==> src/source/axi_write_pkg.sv <==
package axi_write_pkg;

  // bus geometry
  localparam int AXI_AWIDTH = 32;
  localparam int AXI_DWIDTH = 32;
  localparam int NUM_DBYTES = AXI_DWIDTH / 8;
  localparam logic [2:0] AXI_SIZE = 3'd2;
  localparam int AXI_LEN_W = 8;

  // burst splitting
  localparam int MAX_BURST_LEN = 16;
  localparam int LEN_W = 12;

  // credit queues, depth equals the core's initial credits
  localparam int CMD_CREDITS = 4;
  localparam int CMD_PTR_W = $clog2(CMD_CREDITS);
  localparam int DATA_CREDITS = 16;
  localparam int DATA_PTR_W = $clog2(DATA_CREDITS);

  // last-burst marks waiting for their B response
  localparam int MARK_DEPTH = 2;
  localparam int MARK_PTR_W = $clog2(MARK_DEPTH);

  // AXI codes
  localparam logic [1:0] RESP_OKAY = 2'b00;
  localparam logic [1:0] RESP_SLVERR = 2'b10;
  localparam logic [1:0] BURST_INCR = 2'b01;

  // AW and W channel state codes
  localparam logic [1:0] ST_IDLE = 2'b00;
  localparam logic [1:0] ST_RUN = 2'b01;
  localparam logic [1:0] ST_DONE = 2'b10;

endpackage

==> src/source/write_cmd_intake.sv <==
`timescale 1ns/10ps

module write_cmd_intake (
  input  logic                                 clk,
  input  logic                                 reset,
  input  logic                                 cmd_valid,
  input  logic [axi_write_pkg::AXI_AWIDTH-1:0] cmd_addr,
  input  logic [axi_write_pkg::LEN_W-1:0]      cmd_len,
  input  logic                                 cmd_pop,
  output logic                                 cmd_avail,
  output logic [axi_write_pkg::AXI_AWIDTH-1:0] head_addr,
  output logic [axi_write_pkg::LEN_W-1:0]      head_len,
  output logic                                 cmd_credit
);

  import axi_write_pkg::*;

  logic [AXI_AWIDTH-1:0] addr_mem [CMD_CREDITS];
  logic [LEN_W-1:0]      len_mem  [CMD_CREDITS];

  // extra top bit tells full from empty
  logic [CMD_PTR_W:0]   wr_ptr;
  logic [CMD_PTR_W:0]   rd_ptr;
  logic [CMD_PTR_W-1:0] wr_idx;
  logic [CMD_PTR_W-1:0] rd_idx;

  assign wr_idx = wr_ptr[CMD_PTR_W-1:0];
  assign rd_idx = rd_ptr[CMD_PTR_W-1:0];

  // no ready, the core only sends while it holds a credit
  always_ff @(posedge clk) begin
    if (cmd_valid) begin
      addr_mem[wr_idx] <= cmd_addr;
      len_mem[wr_idx]  <= cmd_len;
    end
  end

  always_ff @(posedge clk) begin
    if (reset) begin
      wr_ptr     <= '0;
      rd_ptr     <= '0;
      cmd_credit <= 1'b0;
    end else begin
      if (cmd_valid) begin
        wr_ptr <= wr_ptr + 1'b1;
      end
      if (cmd_pop) begin
        rd_ptr <= rd_ptr + 1'b1;
      end
      // one credit back per entry consumed
      cmd_credit <= cmd_pop;
    end
  end

  assign cmd_avail = (wr_ptr != rd_ptr);
  assign head_addr = addr_mem[rd_idx];
  assign head_len  = len_mem[rd_idx];

endmodule

==> src/source/write_data_buffer.sv <==
`timescale 1ns/10ps

module write_data_buffer (
  input  logic                                 clk,
  input  logic                                 reset,
  input  logic                                 data_valid,
  input  logic [axi_write_pkg::AXI_DWIDTH-1:0] data_word,
  input  logic                                 data_pop,
  output logic                                 data_avail,
  output logic [axi_write_pkg::AXI_DWIDTH-1:0] head_data,
  output logic                                 data_credit
);

  import axi_write_pkg::*;

  logic [AXI_DWIDTH-1:0] data_mem [DATA_CREDITS];

  logic [DATA_PTR_W:0]   wr_ptr;
  logic [DATA_PTR_W:0]   rd_ptr;
  logic [DATA_PTR_W-1:0] wr_idx;
  logic [DATA_PTR_W-1:0] rd_idx;

  assign wr_idx = wr_ptr[DATA_PTR_W-1:0];
  assign rd_idx = rd_ptr[DATA_PTR_W-1:0];

  // data may arrive ahead of its command, it just waits here
  always_ff @(posedge clk) begin
    if (data_valid) begin
      data_mem[wr_idx] <= data_word;
    end
  end

  always_ff @(posedge clk) begin
    if (reset) begin
      wr_ptr      <= '0;
      rd_ptr      <= '0;
      data_credit <= 1'b0;
    end else begin
      if (data_valid) begin
        wr_ptr <= wr_ptr + 1'b1;
      end
      // pop is the W handshake
      if (data_pop) begin
        rd_ptr <= rd_ptr + 1'b1;
      end
      data_credit <= data_pop;
    end
  end

  // empty when both pointers agree, wrap bit included
  assign data_avail = (wr_ptr != rd_ptr);
  assign head_data  = data_mem[rd_idx];

endmodule

==> src/source/axi_mm_write.sv <==
`timescale 1ns/10ps

module axi_mm_write (
  input  logic                                 clk,
  input  logic                                 reset,
  input  logic                                 cmd_avail,
  input  logic [axi_write_pkg::AXI_AWIDTH-1:0] head_addr,
  input  logic [axi_write_pkg::LEN_W-1:0]      head_len,
  input  logic                                 data_avail,
  input  logic [axi_write_pkg::AXI_DWIDTH-1:0] head_data,
  input  logic                                 awready,
  input  logic                                 wready,
  input  logic                                 bvalid,
  input  logic                                 bready,
  output logic                                 cmd_pop,
  output logic                                 data_pop,
  output logic [axi_write_pkg::AXI_AWIDTH-1:0] awaddr,
  output logic [axi_write_pkg::AXI_LEN_W-1:0]  awlen,
  output logic [2:0]                           awsize,
  output logic [1:0]                           awburst,
  output logic                                 awvalid,
  output logic [axi_write_pkg::AXI_DWIDTH-1:0] wdata,
  output logic [axi_write_pkg::NUM_DBYTES-1:0] wstrb,
  output logic                                 wlast,
  output logic                                 wvalid,
  output logic                                 burst_issued,
  output logic                                 burst_is_last
);

  import axi_write_pkg::*;

  logic [1:0]            aw_state;
  logic [1:0]            aw_state_next;
  logic [1:0]            w_state;
  logic [1:0]            w_state_next;

  // working address and remaining beats minus one
  logic [AXI_AWIDTH-1:0] addr_q;
  logic [LEN_W-1:0]      len_q;
  logic [AXI_AWIDTH-1:0] next_addr;
  logic [LEN_W-1:0]      next_len;
  logic                  next_full;

  // current burst, held stable while AW waits
  logic [AXI_AWIDTH-1:0] awaddr_q;
  logic [AXI_LEN_W-1:0]  awlen_q;
  logic                  last_q;

  logic [AXI_LEN_W-1:0]  beat_cnt;
  logic                  resume;
  logic                  aw_fire;
  logic                  w_fire;
  logic                  b_fire;
  logic                  idle;
  logic                  start;

  assign aw_fire = awvalid & awready;
  assign w_fire  = wvalid & wready;
  assign b_fire  = bvalid & bready;

  assign idle    = (aw_state == ST_IDLE) & (w_state == ST_IDLE);
  assign cmd_pop = idle & ~resume & cmd_avail;
  assign start   = cmd_pop | (idle & resume);

  // a follow-on burst picks up from the advanced working registers
  assign next_addr = resume ? addr_q : head_addr;
  assign next_len  = resume ? len_q : head_len;
  assign next_full = next_len > LEN_W'(MAX_BURST_LEN - 1);

  always_comb begin
    aw_state_next = aw_state;
    case (aw_state)
      ST_IDLE: begin
        if (start) begin
          aw_state_next = ST_RUN;
        end
      end
      ST_RUN: begin
        if (aw_fire) begin
          aw_state_next = ST_DONE;
        end
      end
      ST_DONE: begin
        if (b_fire) begin
          aw_state_next = ST_IDLE;
        end
      end
      default: aw_state_next = ST_IDLE;
    endcase
  end

  always_comb begin
    w_state_next = w_state;
    case (w_state)
      ST_IDLE: begin
        if (start) begin
          w_state_next = ST_RUN;
        end
      end
      ST_RUN: begin
        if (w_fire && wlast) begin
          w_state_next = ST_DONE;
        end
      end
      ST_DONE: begin
        if (b_fire) begin
          w_state_next = ST_IDLE;
        end
      end
      default: w_state_next = ST_IDLE;
    endcase
  end

  always_ff @(posedge clk) begin
    if (reset) begin
      aw_state <= ST_IDLE;
      w_state  <= ST_IDLE;
      resume   <= 1'b0;
      beat_cnt <= '0;
    end else begin
      aw_state <= aw_state_next;
      w_state  <= w_state_next;
      if (start) begin
        resume   <= 1'b0;
        beat_cnt <= '0;
      end else if (w_fire) begin
        beat_cnt <= beat_cnt + 1'b1;
        // more beats left after a full burst
        if (wlast) begin
          resume <= ~last_q;
        end
      end
    end
  end

  always_ff @(posedge clk) begin
    if (start) begin
      awaddr_q <= next_addr;
      awlen_q  <= next_full ? AXI_LEN_W'(MAX_BURST_LEN - 1) : next_len[AXI_LEN_W-1:0];
      last_q   <= ~next_full;
      addr_q   <= next_addr;
      len_q    <= next_len;
    end else if (w_fire && wlast) begin
      addr_q <= addr_q + AXI_AWIDTH'(MAX_BURST_LEN * NUM_DBYTES);
      len_q  <= len_q - LEN_W'(MAX_BURST_LEN);
    end
  end

  assign awaddr  = awaddr_q;
  assign awlen   = awlen_q;
  assign awsize  = AXI_SIZE;
  assign awburst = BURST_INCR;
  assign awvalid = (aw_state == ST_RUN);

  assign wdata    = head_data;
  assign wvalid   = (w_state == ST_RUN) & data_avail;
  assign wlast    = (w_state == ST_RUN) & (beat_cnt == awlen_q);
  assign wstrb    = (w_state == ST_RUN) ? {NUM_DBYTES{1'b1}} : {NUM_DBYTES{1'b0}};
  assign data_pop = w_fire;

  assign burst_issued  = aw_fire;
  assign burst_is_last = last_q;

endmodule

==> src/source/write_resp_collector.sv <==
`timescale 1ns/10ps

module write_resp_collector (
  input  logic       clk,
  input  logic       reset,
  input  logic       burst_issued,
  input  logic       burst_is_last,
  input  logic       bvalid,
  input  logic [1:0] bresp,
  output logic       bready,
  output logic       done,
  output logic       done_err
);

  import axi_write_pkg::*;

  logic                  mark_mem [MARK_DEPTH];
  logic [MARK_PTR_W:0]   wr_ptr;
  logic [MARK_PTR_W:0]   rd_ptr;
  logic                  err_acc;
  logic                  b_fire;
  logic                  b_bad;

  // one mark per AW handshake
  always_ff @(posedge clk) begin
    if (burst_issued) begin
      mark_mem[wr_ptr[MARK_PTR_W-1:0]] <= burst_is_last;
    end
  end

  assign bready = (wr_ptr != rd_ptr);
  assign b_fire = bvalid & bready;
  assign b_bad  = (bresp != RESP_OKAY);

  always_ff @(posedge clk) begin
    if (reset) begin
      wr_ptr   <= '0;
      rd_ptr   <= '0;
      err_acc  <= 1'b0;
      done     <= 1'b0;
      done_err <= 1'b0;
    end else begin
      done     <= 1'b0;
      done_err <= 1'b0;
      if (burst_issued) begin
        wr_ptr <= wr_ptr + 1'b1;
      end
      if (b_fire) begin
        rd_ptr <= rd_ptr + 1'b1;
        if (mark_mem[rd_ptr[MARK_PTR_W-1:0]]) begin
          // last burst closes the command
          done     <= 1'b1;
          done_err <= err_acc | b_bad;
          err_acc  <= 1'b0;
        end else begin
          err_acc <= err_acc | b_bad;
        end
      end
    end
  end

endmodule

==> src/source/axi_write_dma.sv <==
`timescale 1ns/10ps

module axi_write_dma (
  input  logic                                 clk,
  input  logic                                 reset,
  input  logic                                 cmd_valid,
  input  logic [axi_write_pkg::AXI_AWIDTH-1:0] cmd_addr,
  input  logic [axi_write_pkg::LEN_W-1:0]      cmd_len,
  output logic                                 cmd_credit,
  input  logic                                 data_valid,
  input  logic [axi_write_pkg::AXI_DWIDTH-1:0] data_word,
  output logic                                 data_credit,
  output logic [axi_write_pkg::AXI_AWIDTH-1:0] awaddr,
  output logic [axi_write_pkg::AXI_LEN_W-1:0]  awlen,
  output logic [2:0]                           awsize,
  output logic [1:0]                           awburst,
  output logic                                 awvalid,
  input  logic                                 awready,
  output logic [axi_write_pkg::AXI_DWIDTH-1:0] wdata,
  output logic [axi_write_pkg::NUM_DBYTES-1:0] wstrb,
  output logic                                 wlast,
  output logic                                 wvalid,
  input  logic                                 wready,
  input  logic [1:0]                           bresp,
  input  logic                                 bvalid,
  output logic                                 bready,
  output logic                                 done,
  output logic                                 done_err
);

  import axi_write_pkg::*;

  logic                  cmd_avail;
  logic                  cmd_pop;
  logic [AXI_AWIDTH-1:0] head_addr;
  logic [LEN_W-1:0]      head_len;
  logic                  data_avail;
  logic                  data_pop;
  logic [AXI_DWIDTH-1:0] head_data;
  logic                  burst_issued;
  logic                  burst_is_last;

  write_cmd_intake u_write_cmd_intake (
    .clk        (clk),
    .reset      (reset),
    .cmd_valid  (cmd_valid),
    .cmd_addr   (cmd_addr),
    .cmd_len    (cmd_len),
    .cmd_pop    (cmd_pop),
    .cmd_avail  (cmd_avail),
    .head_addr  (head_addr),
    .head_len   (head_len),
    .cmd_credit (cmd_credit)
  );

  write_data_buffer u_write_data_buffer (
    .clk         (clk),
    .reset       (reset),
    .data_valid  (data_valid),
    .data_word   (data_word),
    .data_pop    (data_pop),
    .data_avail  (data_avail),
    .head_data   (head_data),
    .data_credit (data_credit)
  );

  axi_mm_write u_axi_mm_write (
    .clk           (clk),
    .reset         (reset),
    .cmd_avail     (cmd_avail),
    .head_addr     (head_addr),
    .head_len      (head_len),
    .data_avail    (data_avail),
    .head_data     (head_data),
    .awready       (awready),
    .wready        (wready),
    .bvalid        (bvalid),
    .bready        (bready),
    .cmd_pop       (cmd_pop),
    .data_pop      (data_pop),
    .awaddr        (awaddr),
    .awlen         (awlen),
    .awsize        (awsize),
    .awburst       (awburst),
    .awvalid       (awvalid),
    .wdata         (wdata),
    .wstrb         (wstrb),
    .wlast         (wlast),
    .wvalid        (wvalid),
    .burst_issued  (burst_issued),
    .burst_is_last (burst_is_last)
  );

  // bready comes from here and is shared with the engine
  write_resp_collector u_write_resp_collector (
    .clk           (clk),
    .reset         (reset),
    .burst_issued  (burst_issued),
    .burst_is_last (burst_is_last),
    .bvalid        (bvalid),
    .bresp         (bresp),
    .bready        (bready),
    .done          (done),
    .done_err      (done_err)
  );

endmodule

==> config.mk <==
export PLATFORM = sky130hd
export DESIGN_NAME = axi_write_dma
export DESIGN_NICKNAME = d
export VERILOG_FILES = /design/src/source/axi_write_pkg.sv /design/src/source/write_cmd_intake.sv /design/src/source/write_data_buffer.sv /design/src/source/axi_mm_write.sv /design/src/source/write_resp_collector.sv /design/src/source/axi_write_dma.sv
export SDC_FILE = /design/constraint.sdc
export NUM_CORES = 1
export LEC_CHECK = 0
export BUFFER_PORTS_ARGS = -buffer_cell sky130_fd_sc_hd__buf_2
export CAP_MARGIN = 30
export CORE_MARGIN = 1.5
export CORE_UTILIZATION = 46
export DETAILED_ROUTE_END_ITERATION = 8
export SETUP_SLACK_MARGIN = 0.5
export SLEW_MARGIN = 10
export SYNTH_ARGS = -nofsm -noshare
export SYNTH_HDL_FRONTEND = slang
export SYNTH_SLANG_ARGS = --single-unit
==> constraint.sdc <==
create_clock -name clk -period 4.3 [get_ports clk]
set_input_delay 0 -clock clk [delete_from_list [all_inputs] [get_ports clk]]
set_output_delay 0 -clock clk [all_outputs]
set_load 0.005 [all_outputs]
==> flow_metrics.py <==
metrics = {
    "placement": {
        "preCtsSetupSlack_ns": 1.67,
        "portBuffers": 168,
        "place.gp.congestion": 0.781,
        "post-dp-hpwl_um": 39400,
    },
    "timing": {
        "worstMarginPinSlew_ns": 0.915,
        "rsz0062_at_grt": "no",
        "setup_viol": 0,
        "slew_headroom_pct": 39.0,
        "setup_tns_ns": 0,
        "postLayoutSetupSlackWorst_ns": 1.09,
        "min_period_ns": 3.21,
        "finalCritPeriodShare_pct": 74.6,
        "worst_clock_skew_ns": 0.0216,
        "slew_violations": 0,
        "fmax_mhz": 312,
        "hold_viol_final": 0,
    },
    "floorplanning": {
        "row_count": 96,
        "fp.dieH_um": 267,
        "initial_utilization_pct": 46.6,
        "die_w_um": 267,
        "dieArea_mm2": 0.0712,
        "coreArea_mm2": 0.0687,
        "ios": 174,
    },
    "route": {
        "firstDrtPassIters": 6,
        "vias": 15697,
        "wire_per_inst_um": 23.2,
        "vias_per_cell": 5.41,
        "remaining_drc_errors": 0,
        "ant_nets": 0,
        "wirelength_um": 67200,
        "drtIter0Drc": 1176,
    },
    "min_path": {
        "min_to": "u_write_cmd_intake.addr_mem[3][13]",
        "hold_path.class": "in2reg",
        "min_from": "cmd_addr[13]",
        "hold_path_depth": 2,
    },
    "yosys": {
        "synth_edf_count": 775,
        "synth_ff_type": "edfxtp_1",
        "yosys.area.top_type_share_pct": 72.7,
        "yosysTopAreaCell": "edfxtp_1",
        "syn-instance-count": 1592,
        "synthTopCellsByArea": "edfxtp_1 73%, mux4_2 14%, dfxtp_1 2.8%",
        "syn-cell-area_mm2": 0.0320,
        "synth_cell_types": 59,
        "syn-mean-instance-area_um2": 20.1,
        "ys_seq_area_share_pct": 75.5,
        "yosysWarnings": 0,
        "synth_seq_cells": 820,
        "yosys-top-cells-count": "775 x edfxtp_1, 198 x mux4_2, 139 x nand2_1, 51 x nor2_1, 45 x dfxtp_1",
        "yosys.cell_count.top_type": "edfxtp_1",
        "synth-async-reset-ratio_pct": 0,
    },
    "final_layout": {
        "multiInputGateArea_mm2": 0.00740,
        "layout-area-overhead-vs-synth_pct": 17.4,
        "seq_area_mm2": 0.0242,
        "finalNetCount": 1994,
        "n_fill_cell": 5354,
        "drive_above_1_share_pct": 28.8,
    },
    "status": {
        "status": "finished clean",
    },
    "power_and_ir_drop": {
        "ir_drop_mv": 0.396,
        "p_sw_mw": 5.05,
        "p_int_mw": 15.1,
        "clock_power_share_pct": 36.0,
        "power_mw": 20.1,
        "p_leak_nw": 12.3,
        "pwr-share-seq_pct": 50.5,
        "p_comb_share_pct": 13.5,
        "p_sw_share_pct": 25.1,
        "power_density_mw_per_mm2": 535,
    },
    "cts": {
        "cts.sinks": 820,
        "cts_tree": "done",
        "worst_skew_pair.late_latency_ns": 0.62,
        "clock_tree.htree_level_count": 3,
        "cts-root-buf": "clkbuf_16",
        "cts_resized": 0,
        "clock_path_buffers": 3,
        "clk_pin_slew_ns": 0.06,
        "numCtsBuffers": 85,
    },
    "global_route": {
        "grt_antenna_before_repair": 5,
        "grt_usage_pct": 19.2,
        "grt_pass1_vias": 16284,
        "grt_overflow": 0,
        "grt_pass1_wl_um": 101000,
        "grt_max_degree": 58,
    },
    "setup_path": {
        "reg2reg_depth": 6,
        "worstSetupEndpointType": "output port",
        "regToRegEndpoint": "u_axi_mm_write.addr_q[23]",
        "rrSetupSlack_ns": 1.75,
        "worstPathMaxFanout": 33,
        "cp-start-kind": "flip-flop",
        "crit_required_ns": 4.30,
        "reg2reg_from": "u_axi_mm_write.awlen[3]",
        "critical_path_class": "reg2out",
        "crit_arrival_ns": 3.21,
    },
    "run": {
        "cap_viol_max_count": 0,
    },
}
metrics by stage:
step	cells	util (%)	hold WS, ns	cell area [µm²]
floorplan	1599	-	0.0927	32000
global placement	2652	49.4	0.210	34000
detailed placement	2652	49.4	0.217	34000
CTS	2898	54.7	0.0887	37600
global route	2901	54.7	0.109	37600
finish	2901	54.7	0.139	37600
per-layer routing:
layer	vias up	global-route usage, %	share of wire, %
li1	7025	-	-
met1	8165	24.8	41
met2	384	32.9	51
met3	119	3.72	4.8
met4	4	6.08	2.8
met5	-	0	0.034
repair_timing:
| item | 4_1_cts | 5_1_grt |
|---|---|---|
| hold endpoints to repair | 728 | 0 |
| hold buffers | 88 | 0 |
| setup buffers | 0 | 0 |
power groups by stage:
stage,clock network (mW),logic [mW],registers (mW)
global route,7.70,2.99,10.2
finish,7.24,2.72,10.2
floorplan,0,1.91,10.1
CTS,7.40,2.78,10.2
global placement,0,2.65,10.3
detailed placement,0,2.70,10.3
state kept, by name (all words and copies together) (netlist names), 2 cells and up, named ones only:
name / flops
u_axi_mm_write.awlen: 8
u_write_cmd_intake.len_mem: 48
u_write_cmd_intake.addr_mem: 128
u_write_resp_collector.rd_ptr: 2
u_axi_mm_write.len_q: 12
u_write_resp_collector.wr_ptr: 2
u_axi_mm_write.addr_q: 32
u_axi_mm_write.w_state: 2
u_axi_mm_write.beat_cnt: 8
u_axi_mm_write.aw_state: 2
u_write_data_buffer.rd_ptr: 5
u_write_cmd_intake.wr_ptr: 3
u_write_resp_collector.mark_mem: 2
u_axi_mm_write.awaddr: 32
u_write_cmd_intake.rd_ptr: 3
u_write_data_buffer.wr_ptr: 5
u_write_data_buffer.data_mem: 512
kinds of logic after synthesis:
| family | count (synthesis) | share of synthesized area (%) |
|---|---|---|
| compound gates | 81 | 1.61 |
| xor+xnor | 67 | 1.83 |
| fa+ha+maj | 13 | 0.508 |
| buf+inv | 96 | 1.57 |
| flops | 820 | 75.5 |
| mux | 220 | 14.6 |
| other cells | 2 | 0.0235 |
| simple gates | 293 | 4.33 |
area by class of cell:
cell class | count | share of cell area (%)
flip-flops and latches | 820 | 64.3
multi-input cells | 683 | 19.7
clock buffers | 110 | 6.21
repair buffers | 291 | 5.41
well taps | 931 | 3.10
clock inverters | 48 | 1.13
inverters | 15 | 0.150
diodes | 3 | 0.0200
critical path, cell delays in order (launching register included):
cell     delay [ns]
dfxtp_4        0.80
buf_4          0.50
mux4_2         0.57
mux4_2         0.52
buf_2          0.15
cell usage in the layout (no fill, tap or decap), types with 5 or more instances in the layout:
master,count
and2_2,20
clkinv_1,20
xor2_1,33
nor2_1,51
clkinv_2,18
buf_2,168
ha_1,13
clkbuf_16,88
and3_1,10
xnor2_1,34
clkbuf_8,5
nand3_1,18
o21ai_0,24
conb_1,9
and4_1,5
dfxtp_1,38
nor2b_1,5
buf_4,31
a21oi_1,26
bufinv_16,7
mux4_2,198
clkbuf_1,17
nor3_1,9
a211oi_1,8
dlygate4sd3_1,88
nand2b_1,5
edfxtp_1,775
inv_1,13
nand4_1,15
mux2i_1,19
nand2_1,139
how the worst max path moves through the flow:
stage	slack (ns)	endpoint	from	cells past startpoint
2_1_floorplan	1.82	u_axi_mm_write.addr_q[10]	u_write_cmd_intake.wr_ptr[0]	5
3_3_place_gp	1.69	wdata[19]	flip-flop	4
3_5_place_dp	1.67	wdata[2]	flip-flop	4
4_1_cts	0.99	wdata[2]	flip-flop	4
5_1_grt	0.88	wdata[19]	flip-flop	4
6_report	1.09	wdata[2]	flip-flop	4
(Power assumes the default switching activity.)
